File: src/common/cpu_dbg_pkg.sv
package cpu_dbg_pkg;

    typedef logic [31:0] word_t;      // Data, address or instruction word.
    typedef logic [4:0]  reg_addr_t;
    typedef logic [7:0]  imem_addr_t; // Word index into instruction memory.
    typedef logic [7:0]  dbg_cmd_t;
    typedef logic [3:0]  op_t;

    localparam int IMEM_DEPTH = 256;
    localparam int CP0_REGS   = 8;
    localparam int CP0_IDX_W  = $clog2(CP0_REGS);

    // Host command codes.
    localparam dbg_cmd_t CMD_STOP      = 8'd1;
    localparam dbg_cmd_t CMD_CONT      = 8'd2;
    localparam dbg_cmd_t CMD_EN_BP     = 8'd3;
    localparam dbg_cmd_t CMD_DIS_BP    = 8'd4;
    localparam dbg_cmd_t CMD_SET_BP    = 8'd5;
    localparam dbg_cmd_t CMD_READ_REG  = 8'd6;
    localparam dbg_cmd_t CMD_READ_CP0  = 8'd7;
    localparam dbg_cmd_t CMD_READ_HI   = 8'd8;
    localparam dbg_cmd_t CMD_READ_LO   = 8'd9;
    localparam dbg_cmd_t CMD_READ_PC   = 8'd10;
    localparam dbg_cmd_t CMD_RESET     = 8'd11;
    localparam dbg_cmd_t CMD_READ_IMEM = 8'd12;

    // Opcodes sit in instruction bits 31..28. Unknown values run as NOP.
    localparam op_t OP_NOP  = 4'd0;
    localparam op_t OP_ADDI = 4'd1;
    localparam op_t OP_MULT = 4'd2;
    localparam op_t OP_MTC0 = 4'd3;

    typedef enum logic [1:0] {
        DBG_RUN,
        DBG_TRIGGER,
        DBG_WAIT_PIPELINE,
        DBG_STOPPED
    } dbg_state_t;

endpackage

File: src/core/regfile.sv
`timescale 1ns/1ps

module regfile (
    input  logic                   clk,
    input  logic                   rst_n,
    input  cpu_dbg_pkg::reg_addr_t rs_addr,
    input  cpu_dbg_pkg::reg_addr_t rt_addr,
    input  logic                   wr_en,
    input  cpu_dbg_pkg::reg_addr_t wr_addr,
    input  cpu_dbg_pkg::word_t     wr_data,
    input  cpu_dbg_pkg::reg_addr_t main_reg_addr,
    output cpu_dbg_pkg::word_t     rs_data,
    output cpu_dbg_pkg::word_t     rt_data,
    output cpu_dbg_pkg::word_t     main_reg_value
);

    cpu_dbg_pkg::word_t regs [32];

    always_ff @(posedge clk or negedge rst_n) begin
        if (!rst_n) begin
            for (int i = 0; i < 32; i++)
                regs[i] <= '0;
        end else if (wr_en && (wr_addr != '0)) begin
            regs[wr_addr] <= wr_data; // Register 0 stays zero.
        end
    end

    assign rs_data        = regs[rs_addr];
    assign rt_data        = regs[rt_addr];
    assign main_reg_value = regs[main_reg_addr];

endmodule

File: config.mk
export PLATFORM = sky130hd
export DESIGN_NAME = regfile
export DESIGN_NICKNAME = d
export VERILOG_FILES = /design/src/common/cpu_dbg_pkg.sv /design/src/core/regfile.sv
export SDC_FILE = /design/constraint.sdc
export NUM_CORES = 2
export LEC_CHECK = 0
export BUFFER_PORTS_ARGS = -buffer_cell sky130_fd_sc_hd__buf_2
export CORE_ASPECT_RATIO = 0.8
export CORE_UTILIZATION = 40
export CTS_BUF_LIST = sky130_fd_sc_hd__clkbuf_8
export CTS_CLUSTER_DIAMETER = 30
export DETAILED_ROUTE_END_ITERATION = 6
export PLACE_DENSITY = 0.52
export SLEW_MARGIN = 20
export SYNTH_ARGS = -nofsm -noshare
export SYNTH_HDL_FRONTEND = slang
export SYNTH_SLANG_ARGS = --single-unit
File: constraint.sdc
create_clock -name clk -period 1.6 [get_ports clk]
set_input_delay 0.08 -clock clk [delete_from_list [all_inputs] [get_ports clk]]
set_output_delay 0.08 -clock clk [all_outputs]
set_load 0.005 [all_outputs]
==> flow_metrics.py <==
metrics = {
    "cells_and_area": {
        "largest_register": "regs",
        "n_fill_cell": 14030,
        "largest_register_ffs": 1024,
        "largestRegisters": "regs: 1024 flops",
        "drive_gt1_share_pct": 38.85,
        "final_cell_area_sq_um": 82710,
        "syn2layout_area_growth_pct": 28.73,
        "fin_nets": 6408,
    },
    "global_routing": {
        "grt_pass1_vias": 52530,
        "gr-total-overflow": 0,
        "grt_usage_pct": 30.87,
        "antenna_found_initial": 14,
        "grt_max_degree": 94,
        "grt_pass1_wl_um": 372100,
    },
    "placed_design": {
        "port_buffers": 150,
        "gp_routability_congestion": 0.8911,
        "dpl_cell_area_sq_um": 74050,
        "pre_cts_ws_ns": -0.5334,
        "dpl.hpwl_um": 171500,
    },
    "worst_hold_path": {
        "hp-start": "wr_addr[1]",
        "min_path_type": "input port to register",
    },
    "timing": {
        "max_freq_mhz": 384.6,
        "finalCritPeriodShare_pct": 162.5,
        "setup_viol": 98,
        "fin_crit_ns": 2.600,
        "slew_headroom_pct": 50.22,
        "hold_viol_final": 1,
        "grt_setup_unrepaired": "true",
        "layout_setup_ws_ns": -1.000,
        "holdWs_ns": -0.0002158,
        "fin_skew_ns": 0,
        "slew_violations": 0,
        "fin_setup_tns_ns": -80.34,
        "tightest_slew_ns": 0.7452,
    },
    "power_and_ir_drop": {
        "p_sw_share_pct": 30.71,
        "switchingPower_w": 0.02989,
        "power_frac_clock_pct": 40.6,
        "pwr-share-comb_pct": 22.3,
        "power.leakage_nw": 39.42,
        "irDropWorstVdd_mv": 1.079,
        "p_int_w": 0.06745,
        "seq_power_share_pct": 37.1,
        "powerDensity_nw_per_um2": 1177,
    },
    "synthesis": {
        "syn_inst": 5768,
        "synth-seq-area-share_pct": 39.89,
        "ys_types": 29,
        "avgSynthCellArea_sq_um": 11.14,
        "synth_top_area_share_pct": 39.89,
        "yosys_warnings": 0,
        "synth_fp_nets": 5823,
        "yosys.area.top_type": "dfrtp_1",
        "ys_ff_latch": 1024,
        "synth_area_leaders": "dfrtp_1 40%, mux2i_1 24%, mux2_2 17%",
        "netlist_area_sq_um": 64250,
    },
    "clocking": {
        "cts_root_buffer": "clkbuf_8",
        "tritoncts": "built",
        "insertion_delay_ns": 0.97,
        "cts_buffers": 275,
        "clk_path_buf_depth": 4,
        "cts.clk_slew.worst_paths_ns": 0.06,
        "htreeDepth": 5,
        "clock-sinks": 1024,
    },
    "floorplan": {
        "fp.dieW_um": 450.1,
        "num_rows": 131,
        "initial_core_util_pct": 40.28,
        "ios": 151,
        "dieArea_sq_um": 162200,
        "core_area_sq_um": 159500,
        "dieHeight_um": 360.5,
    },
    "detailed_routing": {
        "dr_total_vias": 52510,
        "wl_per_cell_um": 29.51,
        "via_per_inst": 6.043,
        "antenna_left": 0,
        "finalWirelength_um": 256400,
        "drtIter0Drc": 4850,
        "drc": 0,
        "drt-pass1-iter-count": 6,
    },
    "setup_path": {
        "required_ns": 1.52,
        "worstPathMaxFanout": 3,
        "critPathLaunch": "regs[1020]",
        "reg2reg_slack_ns": 0.24,
        "crit_type": "register to output pin",
        "r2r_start": "regs[114]",
        "worst_setup_path_end_kind": "output pin",
        "crit_arrival_ns": 2.52,
        "cp-start-kind": "register",
    },
    "status": {
        "status": "complete, but fails checks",
        "violations": "hold timing, setup timing",
    },
    "job": {
        "max-cap-violations": 0,
    },
}
## cells by family after synthesis
kind of cell | after synthesis | share of synthesized area, %
AOI/OAI and AO/OA | 864 | 9.161
buffers and inverters | 605 | 4.349
DFF | 1024 | 39.89
muxes | 2528 | 41.33
and+or+nand+nor | 747 | 5.274
## per-stage QoR
stage | cells | util (%) | power, W
2_1_floorplan | 5768 | - | 0.04857
3_3_place_gp | 8151 | 46.43 | 0.05626
3_5_place_dp | 8151 | 46.43 | 0.05678
4_1_cts | 8660 | 51.36 | 0.09726
5_1_grt | 8683 | 51.85 | 0.1016
6_report | 8690 | 51.86 | 0.09734
## final cells by class
type	count	area (sq um)	share of cell area (%)
Multi-Input combinational cell	4139	37670	45.55
Antenna cell	12	30.03	0.03631
Timing Repair Buffer	913	10410	12.59
Clock buffer	320	4404	5.325
Sequential cell	1024	25630	30.99
Tap cell	2128	2663	3.219
Clock inverter	154	1896	2.292
## layout by cell type, fill, tap and decap left out, types with 43 or more instances in the layout
cell type	instances
a21oi_1	288
a22o_1	192
a22oi_1	288
buf_12	275
buf_2	111
buf_4	429
buf_6	45
bufinv_16	43
clkbuf_8	320
dfrtp_1	1022
mux2_2	982
mux2i_1	1535
nand2_1	290
nand3_1	235
nand3_2	46
nor3_2	64
## worst max-delay path: stages (launching register included)
cell,delay (ns)
dfrtp_1,0.40
buf_6,0.12
mux2i_1,0.14
a22o_1,0.21
nor3_4,0.07
a31oi_4,0.24
nand3_2,0.15
buf_6,0.16
## final timing paths
check | end | cells after the start
max in group asynchronous | regs[83] | 6
hold reg to reg | regs[1013] | 0
hold / removal | regs[306] | 6
min in group asynchronous | regs[140] | 4
setup reg to reg | regs[114] | 2
setup / recovery | main_reg_value[28] | 7
## metal layers
layer / wire (um) / GRT usage, % / up-vias
li1: - / - / 22780
met1: 117200 / 44.09 / 27050
met2: 112000 / 46.21 / 2131
met3: 17620 / 5.476 / 555
met4: 9568 / 11.82 / 0
met5: 0 / 0 / -
## what timing repair did
action | in CTS | in global routing
pin swaps | 156 | 166
setup buffers | 2 | 17
hold buffers | 44 | 4
resized for setup | 218 | 99
cloned | 0 | 2
endpoints found under the setup margin | 96 | 203
hold endpoints to repair | 2016 | 27
## power groups by stage
stage	clock [W]	combinational (W)	sequential (W)
2_1_floorplan	0	0.0138	0.0348
3_3_place_gp	0	0.0202	0.0361
3_5_place_dp	0	0.0205	0.0363
4_1_cts	0.0401	0.0213	0.0359
5_1_grt	0.0414	0.0233	0.0368
6_report	0.0395	0.0217	0.0361
## Yosys cell counts, drive strengths merged
cell	n
a21oi	288
a22o	192
a22oi	288
a31oi	96
and2	3
and3	1
buf	329
clkbuf	276
dfrtp	1024
mux2	992
mux2i	1536
nand2	306
nand2b	9
nand3	292
nand4	1
nand4b	1
nor2	17
nor2b	14
nor3	99
or2	3
or3	1
No activity file was read; power rests on OpenSTA's default activity.
