===== src/common/cpu_dbg_pkg.sv =====
package cpu_dbg_pkg;

    typedef logic [31:0] word_t;      // Data, address or instruction word.
    typedef logic [4:0]  reg_addr_t;
    typedef logic [7:0]  imem_addr_t; // Word index into instruction memory.
    typedef logic [7:0]  dbg_cmd_t;
    typedef logic [3:0]  op_t;

    localparam int IMEM_DEPTH = 256;
    localparam int CP0_REGS   = 8;
    localparam int CP0_IDX_W  = $clog2(CP0_REGS);

    // Host command codes.
    localparam dbg_cmd_t CMD_STOP      = 8'd1;
    localparam dbg_cmd_t CMD_CONT      = 8'd2;
    localparam dbg_cmd_t CMD_EN_BP     = 8'd3;
    localparam dbg_cmd_t CMD_DIS_BP    = 8'd4;
    localparam dbg_cmd_t CMD_SET_BP    = 8'd5;
    localparam dbg_cmd_t CMD_READ_REG  = 8'd6;
    localparam dbg_cmd_t CMD_READ_CP0  = 8'd7;
    localparam dbg_cmd_t CMD_READ_HI   = 8'd8;
    localparam dbg_cmd_t CMD_READ_LO   = 8'd9;
    localparam dbg_cmd_t CMD_READ_PC   = 8'd10;
    localparam dbg_cmd_t CMD_RESET     = 8'd11;
    localparam dbg_cmd_t CMD_READ_IMEM = 8'd12;

    // Opcodes sit in instruction bits 31..28. Unknown values run as NOP.
    localparam op_t OP_NOP  = 4'd0;
    localparam op_t OP_ADDI = 4'd1;
    localparam op_t OP_MULT = 4'd2;
    localparam op_t OP_MTC0 = 4'd3;

    typedef enum logic [1:0] {
        DBG_RUN,
        DBG_TRIGGER,
        DBG_WAIT_PIPELINE,
        DBG_STOPPED
    } dbg_state_t;

endpackage


===== src/core/exec_stage.sv =====
`timescale 1ns/1ps

module exec_stage (
    input  logic                   clk,
    input  logic                   rst_n,
    input  cpu_dbg_pkg::word_t     inst,
    input  logic                   inst_valid,
    input  logic                   flush,
    input  logic                   debug_stall,
    input  cpu_dbg_pkg::word_t     rs_data,
    input  cpu_dbg_pkg::word_t     rt_data,
    input  cpu_dbg_pkg::reg_addr_t cp0_reg_addr,
    output cpu_dbg_pkg::reg_addr_t rs_addr,
    output cpu_dbg_pkg::reg_addr_t rt_addr,
    output logic                   wr_en,
    output cpu_dbg_pkg::reg_addr_t wr_addr,
    output cpu_dbg_pkg::word_t     wr_data,
    output logic [63:0]            hilo_reg_value,
    output cpu_dbg_pkg::word_t     cp0_reg_value
);

    cpu_dbg_pkg::op_t       op;
    cpu_dbg_pkg::reg_addr_t rd;
    cpu_dbg_pkg::word_t     imm;
    logic                   exec_en;
    logic                   mult_en;
    logic                   mtc0_en;
    logic [63:0]            product;
    cpu_dbg_pkg::word_t     hi;
    cpu_dbg_pkg::word_t     lo;
    cpu_dbg_pkg::word_t     cp0 [cpu_dbg_pkg::CP0_REGS];

    assign op      = inst[31:28];
    assign rd      = inst[27:23];
    assign rs_addr = inst[22:18];
    assign rt_addr = inst[17:13];
    assign imm     = {{16{inst[15]}}, inst[15:0]};

    // Nothing retires while the debugger squashes or holds the pipe.
    assign exec_en = inst_valid && !flush && !debug_stall;

    always_comb begin
        wr_en   = 1'b0;
        mult_en = 1'b0;
        mtc0_en = 1'b0;
        case (op)
            cpu_dbg_pkg::OP_NOP:  ;
            cpu_dbg_pkg::OP_ADDI: wr_en = exec_en;
            cpu_dbg_pkg::OP_MULT: mult_en = exec_en;
            cpu_dbg_pkg::OP_MTC0: mtc0_en = exec_en;
            default: ;
        endcase
    end

    assign wr_addr = rd;
    assign wr_data = rs_data + imm;
    assign product = 64'(rs_data) * 64'(rt_data); // Unsigned.

    always_ff @(posedge clk or negedge rst_n) begin
        if (!rst_n) begin
            hi <= '0;
            lo <= '0;
        end else if (mult_en) begin
            hi <= product[63:32];
            lo <= product[31:0];
        end
    end

    always_ff @(posedge clk or negedge rst_n) begin
        if (!rst_n) begin
            for (int i = 0; i < cpu_dbg_pkg::CP0_REGS; i++)
                cp0[i] <= '0;
        end else if (mtc0_en) begin
            cp0[rd[cpu_dbg_pkg::CP0_IDX_W-1:0]] <= rs_data; // rd modulo 8.
        end
    end

    assign hilo_reg_value = {hi, lo};

    // Indices past the implemented set read as zero.
    always_comb begin
        if (cp0_reg_addr < cpu_dbg_pkg::CP0_REGS)
            cp0_reg_value = cp0[cp0_reg_addr[cpu_dbg_pkg::CP0_IDX_W-1:0]];
        else
            cp0_reg_value = '0;
    end

endmodule


===== config.mk =====
export PLATFORM = sky130hd
export DESIGN_NAME = exec_stage
export DESIGN_NICKNAME = d
export VERILOG_FILES = /design/src/common/cpu_dbg_pkg.sv /design/src/core/exec_stage.sv
export SDC_FILE = /design/constraint.sdc
export NUM_CORES = 2
export LEC_CHECK = 0
export ABC_AREA = 1
export BUFFER_PORTS_ARGS = -buffer_cell sky130_fd_sc_hd__buf_2
export CAP_MARGIN = 20
export CORE_AREA = 2 2 417 419
export DETAILED_ROUTE_END_ITERATION = 8
export DIE_AREA = 0 0 419 421
export HOLD_SLACK_MARGIN = 0.12
export PLACE_DENSITY = 0.41
export SYNTH_ARGS = -nofsm -noshare
export SYNTH_HDL_FRONTEND = slang
export SYNTH_SLANG_ARGS = --single-unit

===== constraint.sdc =====
create_clock -name clk -period 8.4 [get_ports clk]
set_input_delay 2.1 -clock clk [delete_from_list [all_inputs] [get_ports clk]]
set_output_delay 2.1 -clock clk [all_outputs]
set_load 0.05 [all_outputs]

==> run_results.csv <==
group,metric,value,unit
clocking,cts_made_buffers,42,
clocking,cts.sinks,320,
clocking,clkLatencyLatePin,0.57,ns
clocking,clk_pin_slew_worst_paths,0.06,ns
drt,drcViolationCount,0,
timing,hold_viol_final,0,
logic_synthesis,syn_area,51400,sq um
finish,n_fill_cell,18688,
logic_synthesis,netlist_top_cells_count,"2007 x nand2_1, 1820 x inv_1, 897 x fa_1",
floorplan,die_w,419,microns
worst_hold_path,holdCritPathClass,"flop to flop",
drt,routed_via_density,4.40,
logic_synthesis,synth_top_cells_by_area,"fa_1 35%, dfrtp_1 16%, nand2_1 15%",
finish,final_core_utilization,0.348,
setup_path,r2r-end,"hi[2]$_DFFE_PN0P_",
logic_synthesis,synth.most_common_cell,"nand2_1",
timing,fmax,123,MHz
timing,rsz0062_at_grt,"yes",
setup_path,path_max_fanout,11,
timing,report.final.slew_viol_count,0,
logic_synthesis,synth_top_area_frac,0.349,
clocking,cts_hold_buf,0,
setup_path,cp-start-kind,"primary input",
setup_path,reg2reg_depth,2,
floorplan,row_count,153,
clocking,cts_root_buffer,"clkbuf_16",
timing,tightest_slew,0.917,ns
timing,finClkSkew,0,ns
placed_design,dpl-instance-area,58500,sq um
drt,maxUsedRoutingLayer,"met5",
global_routing,track_usage,0.202,
timing,slew_headroom,0.388,
clocking,cts_max_level,2,
status,status,"finished, final reports clean",
setup_path,cp_slowest_cell,"fa_1",
setup_path,r2r_start,"hi[2]$_DFFE_PN0P_",
logic_synthesis,syn_nets,8184,
setup_path,critical_path.endpoint_type,"flop",
global_routing,grt_overflow,0,
setup_path,critPathRequiredTime,8.91,ns
drt,wl,174000,microns
floorplan,dieArea,176000,sq um
clocking,clockBufferDepth,3,
placed_design,gp_congestion,0.866,
drt,drt_first_pass_iters,7,
timing,setup_ws,0.251,ns
logic_synthesis,synth_largest_area_cell,"fa_1",
logic_synthesis,ys_types,37,
floorplan,die_y,421,microns
logic_synthesis,ys_seq_elements,320,
placed_design,io_buffers,231,
global_routing,antenna_found_initial,9,
global_routing,grt_pass1_vias,45153,
setup_path,critical_path_class,"primary input to flop",
floorplan,coreArea,172000,sq um
setup_path,slowest_delay,0.58,ns
logic_synthesis,syn_area_per_cell,7.47,sq um
finish,nNetsFinal,8594,
setup_path,timing.critical_path.mode_cell,"fa_1",
drt,vias,42536,
logic_synthesis,synth_flop_cell,"dfrtp_1",
clocking,cts_tree,"yes",
setup_path,cp.arrival,8.66,ns
placed_design,detailed_place_hpwl,145000,microns
drt,wire_per_inst,18.0,microns
drt,route.met3.wl,5150,microns
clocking,post_cts_buffers,0,
placed_design,dp_slack,-0.610,ns
finish,drive_gt1_frac,0.112,
floorplan,start_util,0.298,
timing,fin_crit,8.15,ns
setup_path,r2r_slack,7.58,ns
floorplan,ios,250,
timing,finalCritPeriodShare,0.970,
drt,drt-met1-wl,78400,microns
finish,area_growth,16.7,%
logic_synthesis,seq_area_frac_synth,0.156,
flow_run,timing.max_cap.violations,0,
logic_synthesis,async_flop_share,1.00,
global_routing,grt_pass1_wl,274000,microns
drt,wl_met2,88200,microns
logic_synthesis,yosysWarnings,0,
setup_path,startpoint,"rt_data[9]",
logic_synthesis,synth_edf_count,0,
finish,stdcell_area,60000,sq um
timing,setup-violations-final,0,
setup_path,cp-endpoint,"hi[20]$_DFFE_PN0P_",
logic_synthesis,syn_inst,6887,
drt,dr.first_iter.drc_count,2320,
drt,ant_nets,0,
global_routing,grt_max_degree,103,
-- cells in the final DEF, fill, tap and decap left out, types with 86 or more instances in the layout --
cell,netlist,final
nand3_1,94,92
buf_4,15,438
fa_1,897,895
nand2_1,2007,2007
inv_1,1820,1819
buf_2,0,216
ha_1,294,292
dfrtp_1,320,320
nor2_1,333,323
o21ai_0,464,464
a21oi_1,88,86
-- cell families after synthesis --
group / Yosys count / share of synthesized area
xor+xnor: 51 / 0.00869
flops: 320 / 0.156
fa+ha+maj: 1191 / 0.421
compound gates: 651 / 0.0659
simple gates: 2499 / 0.189
buf+inv: 2175 / 0.160
-- layout make-up --
class | instances | area, sq um | share of cell area
multi-input combinational | 4392 | 35300 | 0.588
clock inverter | 14 | 183 | 0.00304
inverter | 1823 | 6840 | 0.114
sequential | 320 | 8010 | 0.133
antenna | 1 | 2.50 | 0.0000417
clock buffer | 64 | 1220 | 0.0204
tap | 2325 | 2910 | 0.0485
timing repair buffer | 718 | 5530 | 0.0922
-- how the worst min path moves through the flow --
stage                     cells past startpoint              endpoint                 start  slack, ns
final                                         2     lo[2]$_DFFE_PN0P_     lo[2]$_DFFE_PN0P_       0.47
after global routing                          2   cp0[72]$_DFFE_PN0P_   cp0[72]$_DFFE_PN0P_       0.49
after CTS                                     2     lo[3]$_DFFE_PN0P_     lo[3]$_DFFE_PN0P_       0.47
after detailed placement                      2     lo[3]$_DFFE_PN0P_     lo[3]$_DFFE_PN0P_       0.46
after global placement                        2     lo[2]$_DFFE_PN0P_     lo[2]$_DFFE_PN0P_       0.46
after floorplan                               2  cp0[129]$_DFFE_PN0P_  cp0[129]$_DFFE_PN0P_       0.45
-- state kept, by name (all words and copies together) (netlist names) --
register  cells
cp0         256
hi           32
lo           32
-- timing repair --
item | CTS | global route
gates resized for setup | 0 | 35
endpoints found under the hold margin | 0 | 0
setup endpoints to repair | 0 | 40
-- metrics by stage --
step	TNS [ns]	hold slack (ns)	instances
floorplan	0	0.448	6887
global placement	-18.98	0.456	9578
detailed placement	-18.95	0.458	9578
CTS	0	0.472	9656
global route	-0.00388	0.492	9657
finish	0	0.474	9657
-- critical path: cells and delay by family --
kind,cells,cell delay [ns]
fa+ha+maj,9,4.45
buf+inv,9,0.94
simple gates,11,1.13
-- metal layers --
metal / vias to the layer above / global-route usage
met5: - / 0
li1: 20611 / -
met4: 2 / 0.0264
met3: 122 / 0.0180
met1: 21160 / 0.269
met2: 641 / 0.361
Power is not shown: default switching activity piles up to over one toggle a cycle in this logic, so the estimate is an artifact.
