`config.mk`:
```
export PLATFORM = sky130hd
export DESIGN_NAME = dbg_ctl
export DESIGN_NICKNAME = d
export VERILOG_FILES = /design/src/common/cpu_dbg_pkg.sv /design/src/dbg/dbg_ctl.sv
export SDC_FILE = /design/constraint.sdc
export NUM_CORES = 1
export LEC_CHECK = 0
export ABC_AREA = 0
export BUFFER_PORTS_ARGS = -buffer_cell sky130_fd_sc_hd__buf_2
export CAP_MARGIN = 15
export CORE_AREA = 2 2 137 139
export DETAILED_ROUTE_END_ITERATION = 12
export DIE_AREA = 0 0 139 141
export PLACE_DENSITY = 0.61
export SLEW_MARGIN = 0
export SYNTH_ARGS = -nofsm -noshare
export SYNTH_HDL_FRONTEND = slang
export SYNTH_SLANG_ARGS = --single-unit
```
`constraint.sdc`:
```
create_clock -name clk -period 2.4 [get_ports clk]
set_input_delay 0.24 -clock clk [delete_from_list [all_inputs] [get_ports clk]]
set_output_delay 0.24 -clock clk [all_outputs]
set_load 0.03 [all_outputs]
```
`src/common/cpu_dbg_pkg.sv`:
```
package cpu_dbg_pkg;

    typedef logic [31:0] word_t;      // Data, address or instruction word.
    typedef logic [4:0]  reg_addr_t;
    typedef logic [7:0]  imem_addr_t; // Word index into instruction memory.
    typedef logic [7:0]  dbg_cmd_t;
    typedef logic [3:0]  op_t;

    localparam int IMEM_DEPTH = 256;
    localparam int CP0_REGS   = 8;
    localparam int CP0_IDX_W  = $clog2(CP0_REGS);

    // Host command codes.
    localparam dbg_cmd_t CMD_STOP      = 8'd1;
    localparam dbg_cmd_t CMD_CONT      = 8'd2;
    localparam dbg_cmd_t CMD_EN_BP     = 8'd3;
    localparam dbg_cmd_t CMD_DIS_BP    = 8'd4;
    localparam dbg_cmd_t CMD_SET_BP    = 8'd5;
    localparam dbg_cmd_t CMD_READ_REG  = 8'd6;
    localparam dbg_cmd_t CMD_READ_CP0  = 8'd7;
    localparam dbg_cmd_t CMD_READ_HI   = 8'd8;
    localparam dbg_cmd_t CMD_READ_LO   = 8'd9;
    localparam dbg_cmd_t CMD_READ_PC   = 8'd10;
    localparam dbg_cmd_t CMD_RESET     = 8'd11;
    localparam dbg_cmd_t CMD_READ_IMEM = 8'd12;

    // Opcodes sit in instruction bits 31..28. Unknown values run as NOP.
    localparam op_t OP_NOP  = 4'd0;
    localparam op_t OP_ADDI = 4'd1;
    localparam op_t OP_MULT = 4'd2;
    localparam op_t OP_MTC0 = 4'd3;

    typedef enum logic [1:0] {
        DBG_RUN,
        DBG_TRIGGER,
        DBG_WAIT_PIPELINE,
        DBG_STOPPED
    } dbg_state_t;

endpackage

```
`src/dbg/dbg_ctl.sv`:
```
`timescale 1ns/1ps

module dbg_ctl (
    input  logic                   clk,
    input  logic                   rst_n,
    input  cpu_dbg_pkg::word_t     inst_pc_value,
    input  logic                   inst_valid,
    input  cpu_dbg_pkg::word_t     main_reg_value,
    input  cpu_dbg_pkg::word_t     cp0_reg_value,
    input  logic [63:0]            hilo_reg_value,
    input  cpu_dbg_pkg::word_t     pc_reg_value,
    input  cpu_dbg_pkg::word_t     debugger_mem_data,
    input  cpu_dbg_pkg::dbg_cmd_t  host_cmd,
    input  cpu_dbg_pkg::word_t     host_param,
    input  logic                   host_cmd_en,
    output cpu_dbg_pkg::word_t     new_pc_value,
    output logic                   flush,
    output logic                   debug_stall,
    output cpu_dbg_pkg::reg_addr_t main_reg_addr,
    output cpu_dbg_pkg::reg_addr_t cp0_reg_addr,
    output logic                   pc_reset,
    output logic                   debugger_mem_read,
    output cpu_dbg_pkg::imem_addr_t debugger_mem_addr,
    output cpu_dbg_pkg::word_t     host_result
);

    cpu_dbg_pkg::word_t      breakpoint;
    logic                    breakpoint_en;
    logic                    breakpoint_trig;
    logic                    command_stop;
    logic                    command_cont;
    cpu_dbg_pkg::dbg_state_t dbg_state;

    // Read addresses come straight from the command parameter.
    assign main_reg_addr     = host_param[4:0];
    assign cp0_reg_addr      = host_param[4:0];
    assign debugger_mem_addr = host_param[7:0];
    assign debugger_mem_read = host_cmd_en && (host_cmd == cpu_dbg_pkg::CMD_READ_IMEM);

    always_ff @(posedge clk or negedge rst_n) begin
        if (!rst_n) begin
            breakpoint    <= '1;
            breakpoint_en <= 1'b0;
            command_stop  <= 1'b0;
            command_cont  <= 1'b0;
            pc_reset      <= 1'b0;
            host_result   <= '0;
        end else begin
            command_stop <= 1'b0; // Pulses last one cycle.
            command_cont <= 1'b0;
            pc_reset     <= 1'b0;
            host_result  <= '0;
            if (host_cmd_en) begin
                case (host_cmd)
                    cpu_dbg_pkg::CMD_STOP:      command_stop <= 1'b1;
                    cpu_dbg_pkg::CMD_CONT:      command_cont <= 1'b1;
                    cpu_dbg_pkg::CMD_EN_BP:     breakpoint_en <= 1'b1;
                    cpu_dbg_pkg::CMD_DIS_BP:    breakpoint_en <= 1'b0;
                    cpu_dbg_pkg::CMD_SET_BP:    breakpoint <= host_param;
                    cpu_dbg_pkg::CMD_READ_REG:  host_result <= main_reg_value;
                    cpu_dbg_pkg::CMD_READ_CP0:  host_result <= cp0_reg_value;
                    cpu_dbg_pkg::CMD_READ_HI:   host_result <= hilo_reg_value[63:32];
                    cpu_dbg_pkg::CMD_READ_LO:   host_result <= hilo_reg_value[31:0];
                    cpu_dbg_pkg::CMD_READ_PC:   host_result <= pc_reg_value;
                    cpu_dbg_pkg::CMD_RESET:     pc_reset <= 1'b1;
                    cpu_dbg_pkg::CMD_READ_IMEM: host_result <= debugger_mem_data;
                    default: ;
                endcase
            end
        end
    end

    assign breakpoint_trig = breakpoint_en && inst_valid && (breakpoint == inst_pc_value);

    // The squashed instruction is where the core restarts.
    assign new_pc_value = inst_pc_value;

    always_ff @(posedge clk or negedge rst_n) begin
        if (!rst_n) begin
            dbg_state <= cpu_dbg_pkg::DBG_RUN;
        end else begin
            case (dbg_state)
                cpu_dbg_pkg::DBG_RUN: begin
                    if (breakpoint_trig || command_stop)
                        dbg_state <= cpu_dbg_pkg::DBG_TRIGGER;
                end
                cpu_dbg_pkg::DBG_TRIGGER: begin
                    dbg_state <= cpu_dbg_pkg::DBG_WAIT_PIPELINE;
                end
                cpu_dbg_pkg::DBG_WAIT_PIPELINE: begin
                    dbg_state <= cpu_dbg_pkg::DBG_STOPPED;
                end
                cpu_dbg_pkg::DBG_STOPPED: begin
                    if (command_cont)
                        dbg_state <= cpu_dbg_pkg::DBG_RUN;
                end
                default: dbg_state <= cpu_dbg_pkg::DBG_RUN;
            endcase
        end
    end

    always_comb begin
        flush       = 1'b0;
        debug_stall = 1'b0;
        case (dbg_state)
            cpu_dbg_pkg::DBG_RUN: begin
                flush = breakpoint_trig || command_stop;
            end
            cpu_dbg_pkg::DBG_TRIGGER,
            cpu_dbg_pkg::DBG_WAIT_PIPELINE,
            cpu_dbg_pkg::DBG_STOPPED: begin
                debug_stall = 1'b1;
            end
            default: ;
        endcase
    end

endmodule

```
==> results of run 1 <==
[per-layer routing]
layer	global-route usage	vias up
met4	0.0532	8
met2	0.338	258
met3	0.0632	26
met1	0.214	2200
met5	0	-
li1	-	2195
[kinds of logic after synthesis]
group           Yosys count  share of synthesized area
simple gates             87                     0.0967
xor+xnor                 32                     0.0630
flops                    70                      0.403
compound gates          112                      0.185
fa+ha+maj                 4                     0.0112
mux                      49                      0.119
buf+inv                  81                      0.122
[sequential cells by signal, indices dropped and copies added, names as in the netlist]
signal	count
command_cont	1
dbg_state	2
breakpoint	32
breakpoint_en	1
host_result	32
pc_reset	1
command_stop	1
[critical path: stages, from the launching register on]
cell and delay (ns):
dfstp_2 0.53, xor2_1 0.07, nor4_2 0.33, buf_4 0.16
nand4_1 0.09, nor3_2 0.22, buf_4 0.17, nor2_1 0.04
nor2_1 0.08, buf_4 0.16
[what timing repair did]
action / in CTS / in global routing
gates resized for setup: 4 / 0
setup endpoints to repair: 1 / 1
pin swaps: 3 / 1
endpoints found under the hold margin: 18 / 0
buffers inserted: 1 / 0
hold buffers: 1 / 0
[metrics by stage]
step,utilization,setup TNS (ns),std cells,hold WS (ns),instance area [µm²]
floorplan,-,0,435,-0.0556,4450
detailed placement,0.340,0,969,0.191,6220
finish,0.363,-0.0257,989,0.123,6630
global route,0.363,-0.144,987,0.111,6630
global placement,0.340,-0.0192,969,0.188,6220
CTS,0.363,-0.143,987,0.104,6630
[placed cells by master (no fill, tap or decap), types with 2 or more instances in the layout]
cell	n
buf_2	351
dfrtp_1	38
a21oi_1	37
dfstp_2	32
nand2_1	31
xor2_1	31
mux2_1	30
buf_4	21
o2bb2ai_1	17
a221oi_1	17
mux2i_1	17
a222oi_1	15
nor2_1	14
clkbuf_16	11
a22oi_1	10
nor4_1	7
nor3_1	7
a31oi_1	6
inv_1	5
a22o_1	5
nor2_2	4
ha_1	4
buf_12	4
nor2b_1	3
nand3_1	3
nand2b_1	3
diode_2	2
or3_1	2
nand3b_1	2
and2_1	2
nor3_2	2
nand4_1	2
nor4_2	2
o21ai_0	2
mux2_2	2
clkbuf_8	2
bufinv_16	2
[final cells by class]
type,instances,area [µm²],area share
multi-input cells,284,2140,0.323
repair buffers,377,2000,0.302
flip-flops and latches,70,1790,0.270
clock buffers,13,303,0.0457
well taps,234,293,0.0442
clock inverters,3,68.8,0.0104
inverters,6,22.5,0.00340
diodes,2,5.00,0.000755
[power groups by stage]
stage	logic (mW)	clock network, mW	registers, mW
global placement	0.770	0	1.30
detailed placement	0.784	0	1.30
global route	0.854	1.73	1.29
floorplan	0.436	0	1.30
finish	0.778	1.64	1.28
CTS	0.789	1.69	1.28
[final timing paths]
kind	slack, ns	start	endpoint	cells past startpoint
worst max-delay path	-0.03	breakpoint[6]	flush	9
worst min-delay path	0.12	host_param[14]	breakpoint[14]	2
worst max register to register	0.27	breakpoint[6]	dbg_state[0]	9
worst min register to register	0.56	command_stop	dbg_state[0]	2
max in group asynchronous	1.40	rst_n	breakpoint[30]	3
min in group asynchronous	0.37	rst_n	host_result[31]	2
==> results.py, run 1 <==
metrics = {
    "run_status": {
        "outcome": "finished with violations",
        "violations": "setup timing",
    },
    "sta": {
        "hold_violations": 0,
        "setup_ws_ns": -0.0257,
        "finalMaxSlewViolations": 0,
        "rsz0062_at_grt": "true",
        "maxSlewHeadroom": 0.509,
        "period_share": 1.01,
        "tightest_slew_ns": 0.735,
        "post-route-min-period_ns": 2.43,
        "skew_ns": 0.00843,
        "fmax_mhz": 412,
        "setup_viol": 1,
    },
    "clock_network": {
        "cts.htree.levels": 3,
        "cts_buffer_depth": 2,
        "clk_pin_slew_ns": 0.06,
        "cts_tree": "done",
        "root_buffer": "clkbuf_16",
        "clkSinkCount": 70,
        "cts_made_buffers": 9,
        "clock_latency_ns": 0.33,
    },
    "floorplan": {
        "die_w_um": 139,
        "die-area_um2": 19600,
        "core-area_um2": 18300,
        "rows": 50,
        "start_util": 0.244,
        "io_pins": 354,
        "dieHeight_um": 141,
    },
    "power_and_ir_drop": {
        "p_switching_mw": 1.01,
        "comb_power_share": 0.210,
        "p_total_mw": 3.70,
        "vdd_drop_max_mv": 0.293,
        "p_per_area_nw_per_um2": 558,
        "clkPwrFrac": 0.443,
        "internal_power_mw": 2.69,
        "pwr-share-seq": 0.347,
        "leakage_nw": 3.38,
        "p_sw_frac": 0.273,
    },
    "synthesis": {
        "yosys_warnings": 0,
        "yosysTopAreaCellShare": 0.214,
        "synthFlopType": "dfrtp_1",
        "ys_seq_area_frac": 0.403,
        "synth_area_per_cell_um2": 10.2,
        "synth_common_cells": "buf_4 (50), dfrtp_1 (38), a21oi_1 (37)",
        "synth.most_common_cell": "buf_4",
        "synth_area_leaders": "dfrtp_1 (21%), dfstp_2 (19%), buf_4 (8.4%)",
        "synth_nets": 707,
        "synth_edf_count": 0,
        "yosysTopAreaCell": "dfrtp_1",
        "synth_cell_type_count": 42,
        "synth-async-reset-ratio": 1.00,
        "syn_inst": 435,
        "synth-seq-cells": 70,
        "synth.cell_area_um2": 4450,
    },
    "global_routing": {
        "grt_pass1_wl_um": 27600,
        "grt_usage": 0.189,
        "overflow": 0,
        "antenna_found_initial": 6,
        "grt_pass1_vias": 4794,
        "grt_max_degree": 46,
    },
    "worst_setup_path": {
        "path_max_fanout": 2,
        "crit_required_ns": 2.16,
        "setup.worst_path.end_class": "output port",
        "cp.arrival_ns": 2.19,
        "start_kind": "register",
        "criticalPathCategory": "reg -> out",
    },
    "drt": {
        "met3_length_um": 1660,
        "num_vias": 4687,
        "antenna_left": 0,
        "drc": 0,
        "first_pass_iters": 6,
        "vias_per_cell": 4.74,
        "highest_layer": "met5",
        "drt_wl_total_um": 18900,
        "wl_per_cell_um": 19.1,
        "met1Wirelength_um": 7310,
        "drtIter0Drc": 189,
        "route.met2.wl_um": 9540,
    },
    "layout": {
        "drive_above_1_share": 0.578,
        "syn_to_final_growth_pct": 49.0,
        "nets": 1020,
        "nFillCells": 1889,
    },
    "place": {
        "place_hpwl_um": 15600,
        "globalplace.congestion": 0.833,
        "port-buffer-count": 353,
        "pre_cts_ws_ns": 0.00952,
    },
    "job": {
        "drv_cap": 0,
    },
    "worst_hold_path": {
        "hold_class": "in -> reg",
    },
}
Note: power is estimated with default switching activity, not from simulation.
==> inputs of run 2 (changes only) <==
--- a/config.mk
+++ b/config.mk
@@ -12,6 +12,7 @@
 export DETAILED_ROUTE_END_ITERATION = 12
 export DIE_AREA = 0 0 139 141
 export PLACE_DENSITY = 0.61
+export SETUP_SLACK_MARGIN = 0.15
 export SLEW_MARGIN = 0
 export SYNTH_ARGS = -nofsm -noshare
 export SYNTH_HDL_FRONTEND = slang
==> run 2 against run 1 <==
Net effect:
- the run still ends with setup timing left
- wire length hardly changed
- sequential power hardly changed
- die area stayed put
- first-iteration DRC count is 19% higher
- critical endpoint unchanged
- largest power group unchanged
- via count stayed put
- highest routed layer unchanged
==> results.py, run 2 (same netlist as run 1, synthesis figures left out) <==
metrics = {
    "global_routing": {
        "grt_usage": 0.189,
        "grt_pass1_wl_um": 27600,
        "overflow": 0,
        "grt_max_degree": 46,
        "grt_pass1_vias": 4794,
        "antenna_found_initial": 6,
    },
    "place": {
        "place_hpwl_um": 15600,
        "globalplace.congestion": 0.833,
        "port-buffer-count": 353,
    },
    "power_and_ir_drop": {
        "comb_power_share": 0.211,
        "vdd_drop_max_mv": 0.293,
        "p_switching_mw": 1.01,
        "clkPwrFrac": 0.442,
        "leakage_nw": 3.38,
        "internal_power_mw": 2.69,
        "p_sw_frac": 0.273,
        "p_per_area_nw_per_um2": 556,
        "pwr-share-seq": 0.347,
    },
    "sta": {
        "post-route-min-period_ns": 2.42,
        "period_share": 1.01,
        "setup_ws_ns": -0.0193,
        "hold_violations": 0,
        "hold_ws_ns": 0.124,
        "fmax_mhz": 413,
        "rsz0062_at_grt": "true",
        "tightest_slew_ns": 0.742,
        "maxSlewHeadroom": 0.504,
        "setup_viol": 1,
        "skew_ns": 0.00810,
        "finalMaxSlewViolations": 0,
    },
    "layout": {
        "drive_above_1_share": 0.580,
        "nets": 1020,
        "multi_input_area_um2": 2150,
        "most-common-layout-cells": "buf_2 (350), dfrtp_1 (38), a21oi_1 (37), dfstp_2 (32)",
        "final_common_cell": "buf_2",
        "regArea_um2": 1790,
        "utilization": 0.364,
        "syn_to_final_growth_pct": 49.3,
        "reg_top3": "breakpoint x32, host_result x32, dbg_state x2",
        "nFillCells": 1890,
    },
    "drt": {
        "antenna_left": 0,
        "wl_per_cell_um": 19.1,
        "vias_per_cell": 4.74,
        "drtIter0Drc": 225,
        "drc": 0,
        "first_pass_iters": 5,
        "num_vias": 4687,
        "drt_wl_total_um": 18900,
    },
    "floorplan": {
        "rows": 50,
        "start_util": 0.244,
        "core-area_um2": 18300,
        "die-area_um2": 19600,
        "die_w_um": 139,
        "dieHeight_um": 141,
        "io_pins": 354,
    },
    "clock_network": {
        "clk_pin_slew_ns": 0.06,
        "cts.htree.levels": 3,
        "clkSinkCount": 70,
        "clock_latency_ns": 0.33,
        "cts_made_buffers": 9,
        "cts_tree": "done",
        "cts_buffer_depth": 2,
        "root_buffer": "clkbuf_16",
    },
    "run_status": {
        "outcome": "finished with violations",
        "violations": "setup timing",
    },
    "worst_hold_path": {
        "hold_class": "in -> reg",
    },
    "worst_setup_path": {
        "path_max_fanout": 2,
        "cp.arrival_ns": 2.18,
        "criticalPathCategory": "reg -> out",
        "start_kind": "register",
        "crit_required_ns": 2.16,
        "setup.worst_path.end_class": "output port",
    },
    "job": {
        "drv_cap": 0,
    },
}
run 2: power groups by stage:
stage	combinational (mW)	sequential (mW)	clock [mW]
floorplan	0.436	1.30	0
global placement	0.770	1.30	0
detailed placement	0.784	1.30	0
CTS	0.789	1.28	1.69
global route	0.855	1.29	1.73
finish	0.778	1.28	1.63
run 2: stage by stage:
step	instances	setup WS (ns)	instance area (µm²)	setup TNS, ns	power (mW)
after global placement	969	-0.0192	6220	-0.0192	2.07
after global routing	987	-0.147	6640	-0.147	3.87
final	989	-0.0193	6640	-0.0193	3.69
after CTS	987	-0.143	6630	-0.143	3.76
after floorplan	435	0.279	4450	0	1.74
after detailed placement	969	0.00952	6220	0	2.08
run 2: cell type report:
cell class | instances | share of cell area
diodes | 2 | 0.000754
clock buffers | 13 | 0.0456
clock inverters | 3 | 0.0104
inverters | 6 | 0.00339
multi-input cells | 284 | 0.324
flip-flops and latches | 70 | 0.270
well taps | 234 | 0.0441
repair buffers | 377 | 0.302
run 2: worst paths after layout:
check                               start               to  slack, ns  cells past startpoint
min in group asynchronous           rst_n  host_result[31]       0.38                      2
max in group asynchronous           rst_n   breakpoint[30]       1.40                      3
max                         breakpoint[6]            flush      -0.02                      9
min                        host_param[14]   breakpoint[14]       0.12                      2
max reg2reg                 breakpoint[6]     dbg_state[0]       0.26                      9
min reg2reg                  command_stop     dbg_state[0]       0.59                      2
run 2: worst max-delay path, cell delays in order, from the launching register on:
cell and delay [ns]:
dfstp_2 0.53, xor2_1 0.07, nor4_2 0.33, buf_4 0.16
nand4_1 0.09, nor3_2 0.22, buf_4 0.17, nor2_2 0.03
nor2_1 0.08, buf_4 0.16
run 2: per-layer routing:
metal | track usage | up-vias | part of all wire | wire [µm]
met5 | 0 | - | 0.0029 | 55
met1 | 0.214 | 2210 | 0.39 | 7330
met4 | 0.0532 | 8 | 0.013 | 252
met3 | 0.0632 | 24 | 0.088 | 1650
met2 | 0.338 | 249 | 0.51 | 9580
li1 | - | 2196 | - | -
run 2: repair_timing:
item | 4_1_cts | 5_1_grt
hold endpoints to repair | 18 | 0
buffers inserted | 1 | 0
pin swaps | 3 | 1
resized for setup | 4 | 3
endpoints found under the setup margin | 2 | 3
hold buffers | 1 | 0
