## config.mk

```make
export PLATFORM = sky130hd
export DESIGN_NAME = fetch_stage
export DESIGN_NICKNAME = d
export VERILOG_FILES = /design/src/common/cpu_dbg_pkg.sv /design/src/core/fetch_stage.sv
export SDC_FILE = /design/constraint.sdc
export NUM_CORES = 1
export LEC_CHECK = 0
export BUFFER_PORTS_ARGS = -buffer_cell sky130_fd_sc_hd__buf_2
export CORE_AREA = 2 2 89 91
export DETAILED_ROUTE_END_ITERATION = 12
export DIE_AREA = 0 0 91 93
export PLACE_DENSITY = 0.75
export SYNTH_ARGS = -nofsm -noshare
export SYNTH_HDL_FRONTEND = slang
export SYNTH_SLANG_ARGS = --single-unit
```

## constraint.sdc

```tcl
create_clock -name clk -period 4.7 [get_ports clk]
set_input_delay 0.47 -clock clk [delete_from_list [all_inputs] [get_ports clk]]
set_output_delay 0.47 -clock clk [all_outputs]
set_load 0.005 [all_outputs]
```

## src/common/cpu_dbg_pkg.sv

```systemverilog
package cpu_dbg_pkg;

    typedef logic [31:0] word_t;      // Data, address or instruction word.
    typedef logic [4:0]  reg_addr_t;
    typedef logic [7:0]  imem_addr_t; // Word index into instruction memory.
    typedef logic [7:0]  dbg_cmd_t;
    typedef logic [3:0]  op_t;

    localparam int IMEM_DEPTH = 256;
    localparam int CP0_REGS   = 8;
    localparam int CP0_IDX_W  = $clog2(CP0_REGS);

    // Host command codes.
    localparam dbg_cmd_t CMD_STOP      = 8'd1;
    localparam dbg_cmd_t CMD_CONT      = 8'd2;
    localparam dbg_cmd_t CMD_EN_BP     = 8'd3;
    localparam dbg_cmd_t CMD_DIS_BP    = 8'd4;
    localparam dbg_cmd_t CMD_SET_BP    = 8'd5;
    localparam dbg_cmd_t CMD_READ_REG  = 8'd6;
    localparam dbg_cmd_t CMD_READ_CP0  = 8'd7;
    localparam dbg_cmd_t CMD_READ_HI   = 8'd8;
    localparam dbg_cmd_t CMD_READ_LO   = 8'd9;
    localparam dbg_cmd_t CMD_READ_PC   = 8'd10;
    localparam dbg_cmd_t CMD_RESET     = 8'd11;
    localparam dbg_cmd_t CMD_READ_IMEM = 8'd12;

    // Opcodes sit in instruction bits 31..28. Unknown values run as NOP.
    localparam op_t OP_NOP  = 4'd0;
    localparam op_t OP_ADDI = 4'd1;
    localparam op_t OP_MULT = 4'd2;
    localparam op_t OP_MTC0 = 4'd3;

    typedef enum logic [1:0] {
        DBG_RUN,
        DBG_TRIGGER,
        DBG_WAIT_PIPELINE,
        DBG_STOPPED
    } dbg_state_t;

endpackage

```

## src/core/fetch_stage.sv

```systemverilog
`timescale 1ns/1ps

module fetch_stage (
    input  logic                    clk,
    input  logic                    rst_n,
    input  cpu_dbg_pkg::word_t      fetch_data,
    input  logic                    flush,
    input  cpu_dbg_pkg::word_t      new_pc_value,
    input  logic                    debug_stall,
    input  logic                    pc_reset,
    output cpu_dbg_pkg::imem_addr_t fetch_addr,
    output cpu_dbg_pkg::word_t      pc_reg_value,
    output cpu_dbg_pkg::word_t      inst,
    output cpu_dbg_pkg::word_t      inst_pc,
    output logic                    inst_valid
);

    cpu_dbg_pkg::imem_addr_t pc;
    cpu_dbg_pkg::imem_addr_t pc_next;
    logic                    fetch_ok; // fetch_data holds the word at pc.
    logic                    advance;

    assign advance = fetch_ok && !debug_stall;

    // Memory is addressed with the next PC so its output lines up with pc.
    always_comb begin
        if (pc_reset)
            pc_next = '0;
        else if (flush)
            pc_next = cpu_dbg_pkg::imem_addr_t'(new_pc_value);
        else if (advance)
            pc_next = pc + 1'b1;
        else
            pc_next = pc;
    end

    assign fetch_addr   = pc_next;
    assign pc_reg_value = cpu_dbg_pkg::word_t'(pc);

    always_ff @(posedge clk or negedge rst_n) begin
        if (!rst_n) begin
            pc         <= '0;
            fetch_ok   <= 1'b0;
            inst_pc    <= '0;
            inst_valid <= 1'b0;
        end else begin
            fetch_ok <= 1'b1;
            pc       <= pc_next;
            if (pc_reset) begin
                inst_pc    <= '0;
                inst_valid <= 1'b0;
            end else if (flush) begin
                inst_valid <= 1'b0; // inst_pc already equals the new PC.
            end else if (advance) begin
                inst_pc    <= cpu_dbg_pkg::word_t'(pc);
                inst_valid <= 1'b1;
            end
        end
    end

    always_ff @(posedge clk) begin
        if (advance && !flush && !pc_reset)
            inst <= fetch_data;
    end

endmodule

```

==> metrics.txt, run 1 <==
outcome finished, final reports clean; I/O Buffers roughly 100; placed wire-length estimate approximately 3.8 mm; Synth Instances ~170; Setup TNS Final 0 ps; P&R area growth vs syn 25.1%; Max Buffers Root-to-Sink 2; RSZ-0062 raised after global routing no; 1st-pass router iterations 2; Final period util a little over half; # clock sinks 50; synthesized area per cell approximately 13 um^2; clk_skew between 9 and 10 ps; register area share after synthesis between 60% and 70%; antenna violations before repair 0; post-CTS setup buffer count 0; DR vias between 1,000 and 1,500; final count of negative-setup-slack endpoints 0; worst-skew pair later-pin latency ~300 ps; wire per inst roughly 13 um; maximum vdd drop 0.000128 V; grt total ovfl 0; Synth warnings 0; Worst Hold Class primary input to asynchronous set/reset pin; CP Cell Sequence ha_1 -> nand3b_1 -> or3_1 -> a311oi_1 -> buf_2; Crit path depth 5; crit-path max FO 6; min Tclk post-route 2520 ps; Post-DRT Antenna Nets 0; Die Ht ~93 um; clock root buffer clkbuf_8; Worst-path clk slew 100 ps; CORE AREA around 7500 um^2; final net count between 300 and 400; max-cap viol count 0; Main synth FF type edfxtp_1; CP peak stage delay roughly 470 ps; share of cells above drive strength 1 41.9%; largest net degree at the start of global routing 33; Seq cells post-synth 50; H-tree levels 2; Power, Total 0.873 mW; Post-Syn Area approximately 2200 um^2; vias in the first global route 1,352; gpl congestion ~0.66; TritonCTS Buffers 5; FMAX a little under 400 MHz; number of synthesized flops with an enable pin 32; LEAKAGE approximately 1.3 nW; Hold Buf Count CTS 0; Fillers 754; FP Rows 32; DR iter-0 viols 41; Setup crit start kind flip-flop; Die W 91 um; first-pass GRT wire length 7.19 mm; Worst path slowest cell dfrtp_1; pwr/cell area 316 nW/um^2; Initial Util about 30%; DRT Wirelength ~4.8 mm; fin. max-slew vios 0; cell family with most CP delay simple AND/OR/NAND/NOR gates; die area approximately 8500 um^2; crit end category output pin; commonest non-fill, non-tap cells in the layout 101 x buf_2, 49 x conb_1, 32 x edfxtp_1; most common cell after layout, fill and taps aside buf_2; asr flop ratio synth between 30 and 40%; overall routing resource usage about 11%; FF-to-FF path depth 3; post-CTS sizing 0; Unique masters post-synth 31; CP bufs+invs 1; Util after Layout between 30% and 40%; Worst EP required between 4000 and 5000 ps; Critical Path AT 2050 ps; # diodes 0; CTS tree yes; vias per cell 3.98; WS Path Type flip-flop to output pin; final hold vios 0; Residual DRC 0; IO Pins 174
==> per-stage QoR <==
step / cell area, um^2 / instances / hold slack [ps] / setup WS (ps)
2_1_floorplan: 2390 / 213 / 174 / 1050
3_3_place_gp: 2650 / 366 / 427 / 2530
3_5_place_dp: 2650 / 366 / 434 / 2490
4_1_cts: 2770 / 374 / 96.7 / 2140
5_1_grt: 2770 / 374 / 112 / 2010
6_report: 2770 / 374 / 86.4 / 2180
==> report_power, final <==
part | total [mW] | switching (mW) | leakage (nW) | internal (mW)
sequential | 0.492 | 0.0112 | 0.531 | 0.481
combinational | 0.0774 | 0.0439 | 0.714 | 0.0335
clock | 0.303 | 0.144 | 0.0585 | 0.160
total | 0.873 | 0.199 | 1.30 | 0.674
==> layer usage <==
layer | vias to the layer above | part of all wire, % | global-route usage, %
met5 | - | 0 | 0
met4 | 0 | 1.6 | 4.17
met3 | 5 | 13 | 5.08
met2 | 108 | 46 | 18.5
met1 | 677 | 39 | 12.8
li1 | 697 | - | -
==> path summary, 6_finish.rpt <==
check,start,end,slack [ps]
worst max-delay path,pc[0],fetch_addr[4],2180
worst min-delay path,rst_n,inst_pc[4],90
worst max register to register,fetch_ok,inst[3],2940
worst min register to register,inst_pc[4],inst_pc[4],530
max in group asynchronous,rst_n,pc[6],4310
min in group clk,fetch_data[23],inst[23],330
==> worst register-to-register path, cell delays in order (launching register included) <==
cell and delay (ps):
dfrtp_1 400, nor2b_1 400, nor3b_2 240, buf_4 370
==> cell type report <==
| class | instances | area, um^2 | area share, % |
|---|---|---|---|
| Clock inverter | 3 | 43.8 | 1.58 |
| Tap cell | 102 | 128 | 4.62 |
| Multi-Input combinational cell | 107 | 578 | 20.9 |
| Clock buffer | 5 | 68.8 | 2.49 |
| Inverter | 4 | 15.0 | 0.543 |
| Sequential cell | 50 | 1410 | 51.0 |
| Timing Repair Buffer | 103 | 520 | 18.8 |
==> registers in the layout (all words and copies together) (netlist names) <==
register	flops
inst_valid	1
pc	8
inst_pc	8
inst	32
fetch_ok	1
==> cell families after synthesis <==
logic type | Yosys count | synth area share [%]
buffers and inverters | 56 | 18.2
DFF | 50 | 63.8
and+or+nand+nor | 32 | 7.58
AOI/OAI and AO/OA | 15 | 4.98
muxes | 9 | 4.07
other | 2 | 0.340
adders and majority gates | 1 | 0.566
xor gates and xnor gates | 1 | 0.396
==> synthesized netlist by cell type, drive strengths merged (3+ instances only) <==
cell    instances  area, um^2
buf            51         384
edfxtp         32         961
dfrtp          18         450
nor2           15        56.3
mux2i           9        90.1
a311oi          4        35.0
inv             4        15.0
o21ai           4        20.0
or3             3        18.8
(Power assumes the default switching activity.)
==> run 2: changes to the inputs <==
- PLACE_DENSITY: 0.75 -> 0.77
- clock period: 4.7 -> 2.04 ns (I/O delays scaled with it)
==> run 2 against run 1 <==
  * The run now ends with setup timing left
  * Count of clock-buffer cells in the layout is the same
  * First-iteration DRC count grew 73%
  * Clock power grew 88%
  * Via count grew 1.3%
  * Final cell count grew 1.3%
  * Power grew 120%
  * Hold slack lost 8.7 ps
  * Register-to-register slack lost 2500 ps
  * Sequential share of layout area shrank 1.4 points
  * Combinational power grew to 2.6 times the previous value
  * Highest routed layer unchanged
==> metrics.txt, run 2 (synthesis gave the netlist of run 1 again) <==
crit-path max FO 5; # clock sinks 50; wire per inst 12.7 um; Setup WS post-layout -7.24 ps; Residual DRC 0; HP Start fetch_data[16]; final count of negative-setup-slack endpoints 1; WS Path Type flip-flop to output pin; Setup TNS Final -7.24 ps; vias in the first global route between 1,000 and 1,500; commonest non-fill, non-tap cells in the layout 101 x buf_2, 49 x conb_1, 32 x edfxtp_1; Worst EP required roughly 1800 ps; outcome finished with violations; final hold vios 0; Slew @ Worst Pin ~530 ps; antenna violations before repair 0; share of cells above drive strength 1 ~45%; Die Ht roughly 93 um; overall routing resource usage 10.8%; DRT Wirelength between 4 and 5 mm; pwr/cell area between 600 and 700 nW/um^2; Max Buffers Root-to-Sink 2; RSZ-0062 raised after global routing yes; CP bufs+invs 1; fin. max-slew vios 0; P&R area growth vs syn 28.6%; DR iter-0 viols between 70 and 80; first-pass GRT wire length ~6.9 mm; max_slew headroom between 60% and 70%; Worst-path clk slew 100 ps; vias per cell 3.97; RR Endpoint pc[6]; grt total ovfl 0; crit path from pc[0]; most common cell after layout, fill and taps aside buf_2; Initial Util between 20 and 30%; TritonCTS Buffers 5; hold depth 1; final worst hold slack between 70 and 80 ps; FF-to-FF Start pc[0]; Largest regs inst: 32 flops, inst_pc: 8 flops, pc: 8 flops; max-cap viol count 0; CP endpoint fetch_addr[6]; reg2reg setup slack roughly 470 ps; Worst path slowest cell dfrtp_1; Final period util 100%; FF-to-FF path depth 5; failing checks setup timing; final net count approximately 350; Critical Path AT roughly 1800 ps; largest net degree at the start of global routing 33; # diodes 0; CP peak stage delay ~370 ps; Worst Hold Class primary input to flip-flop; 1st-pass router iterations 4; FMAX between 400 and 500 MHz; CORE AREA ~7500 um^2; CTS tree yes; cell family with most CP delay simple AND/OR/NAND/NOR gates; min Tclk post-route between 2000 and 2500 ps; DR vias 1,506; LEAKAGE around 1.3 nW; Most flops, register inst; Crit path depth 5; Setup crit start kind flip-flop; clk_skew 12.6 ps; I/O Buffers between 100 and 150; Post-DRT Antenna Nets 0; maximum vdd drop around 0.00025 V; CP Cell Sequence ha_1 -> nand3b_1 -> or3_1 -> a311oi_2 -> buf_2; Largest register FFs 32; Die W roughly 91 um; die area between 8000 and 9000 um^2; crit end category output pin; FP Rows 32; H-tree levels 2; clock root buffer clkbuf_8; gpl congestion approximately 0.71; placed wire-length estimate roughly 3.7 mm; IO Pins around 170; worst-skew pair later-pin latency about 300 ps
run 2: changes by cell type in the layout (fill, tap and decap cells not counted), sizes merged:
| cell | change |
|---|---|
| clkinv | -1 |
| buf | +4 |
| dlygate4sd3 | +1 |
| clkinvlp | +2 |
| bufinv | -1 |
run 2: worst min path at each step:
| stage | end |
|---|---|
| 2_1_floorplan | fetch_ok |
| 3_3_place_gp | inst_pc[1] |
| 3_5_place_dp | pc[0] |
| 4_1_cts | inst[16] |
| 5_1_grt | inst[16] |
| 6_report | inst[16] |
run 2: power breakdown:
group	leakage, nW	total (mW)	internal [mW]	switching (mW)
sequential	0.531	1.13	1.11	0.0204
combinational	0.754	0.203	0.0904	0.113
clock	0.0408	0.570	0.245	0.325
run 2: final cells by class:
cell class              count  area, um^2
clock buffers               5        68.8
well taps                 102         128
inverters                   4        15.0
flip-flops and latches     50        1410
repair buffers            108         573
clock inverters             3        23.8
fillers                   754        4680
multi-input cells         107         623
run 2: worst register-to-register path, cell delays in order (launching register included):
cell and delay (ps):
dfrtp_1 370, ha_1 170, nand3b_1 160, or3_1 380
a311oi_2 290, buf_4 160
run 2: metal layers:
metal / share of wire (%) / vias to the layer above / wire length (um) / GRT usage, %
met5: 0 / - / 0 / 0
met4: 1.3 / 0 / 63 / 4.55
met3: 13 / 4 / 642 / 3.79
met2: 45 / 127 / 2170 / 17.7
met1: 40 / 666 / 1930 / 13.1
li1: - / 709 / - / -
run 2: through the flow:
step	setup slack, ps	cells	total power, mW	utilization [%]	instance area, um^2
6_report	-7.24	379	1.90	37.8	2840
5_1_grt	-91.7	379	2.01	37.8	2840
4_1_cts	5.30	377	1.93	37.3	2810
3_5_place_dp	275	368	1.34	35.7	2690
3_3_place_gp	302	368	1.34	35.7	2690
2_1_floorplan	101	213	1.30	-	2400
run 2: timing repair:
action | CTS | global route
buffers inserted | 0 | 2
pin swaps | 1 | 2
resized for setup | 3 | 3
hold buffers | 1 | 0
setup endpoints to repair | 3 | 5
hold endpoints to repair | 18 | 0
==> run 3: changes to the inputs <==
- ABC_AREA: unset -> 1
- GPL_TIMING_DRIVEN: unset -> 0
==> run 3 against run 2 <==
  * The run now ends clean
  * Register-to-register slack worse by 60 ps
  * Die area unchanged
  * Hold slack better by 1.3 ps
  * Power is 7.6% higher
  * Clock skew shrank 0.70 ps
  * Largest power group unchanged
==> metrics.txt, run 3 <==
LEAKAGE about 1.7 nW; crit path from pc[1]; FP Rows 32; Largest register FFs 32; wire per inst 11.0 um; gpl congestion ~0.76; most common cell after layout, fill and taps aside buf_2; Commonest cells post-synth 48 x buf_4, 34 x nand2_1, 32 x edfxtp_1; Yosys top cell by area edfxtp_1; max_slew headroom 58.1%; post-CTS setup buffer count 0; worst slack, placed about 370 ps; Die W approximately 90 um; IO Pins approximately 170; commonest non-fill, non-tap cells in the layout 101 x buf_2, 49 x conb_1, 48 x buf_4; Worst EP required ~1800 ps; crit-path max FO 4; DR vias 1,672; Max Buffers Root-to-Sink 2; H-tree levels 2; Unique masters post-synth 19; WS Path Type flip-flop to output pin; max-cap viol count 0; clk_skew 11.9 ps; Largest regs inst: 32 flops, inst_pc: 8 flops, pc: 8 flops; overall routing resource usage a little under an eighth; RSZ-0062 raised after global routing no; FMAX 561 MHz; Main synth FF type edfxtp_1; dpl cells 440; P&R area growth vs syn 42.0%; CTS tree yes; DR iter-0 viols 32; final count of negative-setup-slack endpoints 0; synthesized area per cell about 12 um^2; pwr/cell area 651 nW/um^2; Final period util between 80% and 90%; final net count between 400 and 500; Setup WS post-layout 259 ps; outcome finished, final reports clean; Synth Instances 190; Most flops, register inst; Fillers between 700 and 800; Hold Buf Count CTS 1; largest net degree at the start of global routing 34; Synth warnings 0; Post-DRT Antenna Nets 0; Synth top area share approximately 43%; top cells by area, synth edfxtp_1 43%, dfrtp_1 20%, buf_4 16%, nand2_1 5.8%, nand3_1 2.3%; share of cells above drive strength 1 48.7%; fin. max-slew vios 0; FF-to-FF Start fetch_ok; final hold vios 0; clock root buffer clkbuf_8; # clock sinks 50; vias per cell ~3.7; placed wire-length estimate between 4 and 5 mm; 1st-pass router iterations 4; Seq cells post-synth 50; worst-skew pair later-pin latency 300 ps; Slew @ Worst Pin about 630 ps; CORE AREA about 7500 um^2; I/O Buffers between 100 and 150; maximum vdd drop around 0.00024 V; antenna violations before repair 0; final worst hold slack between 70 and 80 ps; Initial Util about 29%; Die Ht 93 um; asr flop ratio synth a little over a third; TritonCTS Buffers 5; grt total ovfl 0; register area share after synthesis a little under two thirds; non-filler instance count after layout between 400 and 500; first-pass GRT wire length ~7.5 mm; Worst-path clk slew about 90 ps; vias in the first global route ~1,600; Residual DRC 0; crit end category output pin; number of synthesized flops with an enable pin 32; Util after Layout a little over two fifths; Setup crit start kind flip-flop; DRT Wirelength 4.96 mm; Critical Path AT ~1600 ps; Worst Hold Class primary input to flip-flop; min Tclk post-route about 1800 ps; Setup TNS Final 0 ps; # diodes 0; post-CTS sizing 0; Post-Syn Area roughly 2200 um^2; most frequent cell after synthesis buf_4; HP Start fetch_data[0]; die area 8460 um^2
-- run 3: cell types whose count changed after synthesis, moves of 7 or more --
cell     delta
nand2_1    +32
inv_1       +7
mux2i_1     -9
nor2_1     -13
nand3_1     +8
o21ai_1     +8
-- run 3: final timing paths --
| check | end | slack, ps | depth (start not counted) |
|---|---|---|---|
| min reg2reg | inst_valid | 490 | 2 |
| min | inst[0] | 80 | 1 |
| min in group asynchronous | pc[0] | 370 | 2 |
| max reg2reg | inst[28] | 410 | 4 |
| max | fetch_addr[6] | 260 | 8 |
| max in group asynchronous | pc[7] | 1380 | 2 |
-- run 3: logic make-up (layout without fill, tap and decap cells) --
group | after synthesis | in the layout | synth area share (%)
AO/OA/AOI/OAI | 21 | 21 | 5.09
flip-flops | 50 | 50 | 63.8
AND/OR/NAND/NOR | 53 | 53 | 11.0
adder cells (fa/ha/maj) | 1 | 1 | 0.566
other | 2 | 49 | 0.339
buffers and inverters | 63 | 173 | 19.2
-- run 3: critical path: stages (launching register included) --
cell and delay (ps):
dfrtp_1 410, ha_1 160, nand3_1 150, nor2_2 170, nand2_1 70, nand2_1 60
nand3_1 70, nand2_1 90, buf_2 110
-- run 3: area by class of cell --
cell class / instances / area [um^2] / area share, %
clock buffers: 6 / 72.6 / 2.31
plain buffers: 49 / 372 / 11.8
multi-input cells: 124 / 553 / 17.6
clock inverters: 2 / 37.5 / 1.19
inverters: 14 / 52.6 / 1.67
flip-flops and latches: 50 / 1410 / 44.9
well taps: 102 / 128 / 4.06
repair buffers: 102 / 515 / 16.4
-- run 3: per-layer routing --
layer	GRT usage, %	wire, um	up-vias
met4	3.03	32	0
met2	20.1	2300	122
met5	0	0	-
met1	13.3	2050	709
met3	4.03	571	4
li1	-	-	837
-- run 3: power by group --
group | switching [mW] | total (mW) | internal, mW | leakage, nW
Clock | 0.314 | 0.680 | 0.366 | 0.0514
Sequential | 0.0167 | 1.12 | 1.11 | 0.533
Combinational | 0.115 | 0.242 | 0.127 | 1.08
-- run 3: stage by stage --
step	area [um^2]	total power [mW]
CTS	3140	2.08
finish	3140	2.05
floorplan	2390	1.28
global placement	3020	1.38
detailed placement	3020	1.39
global route	3140	2.14
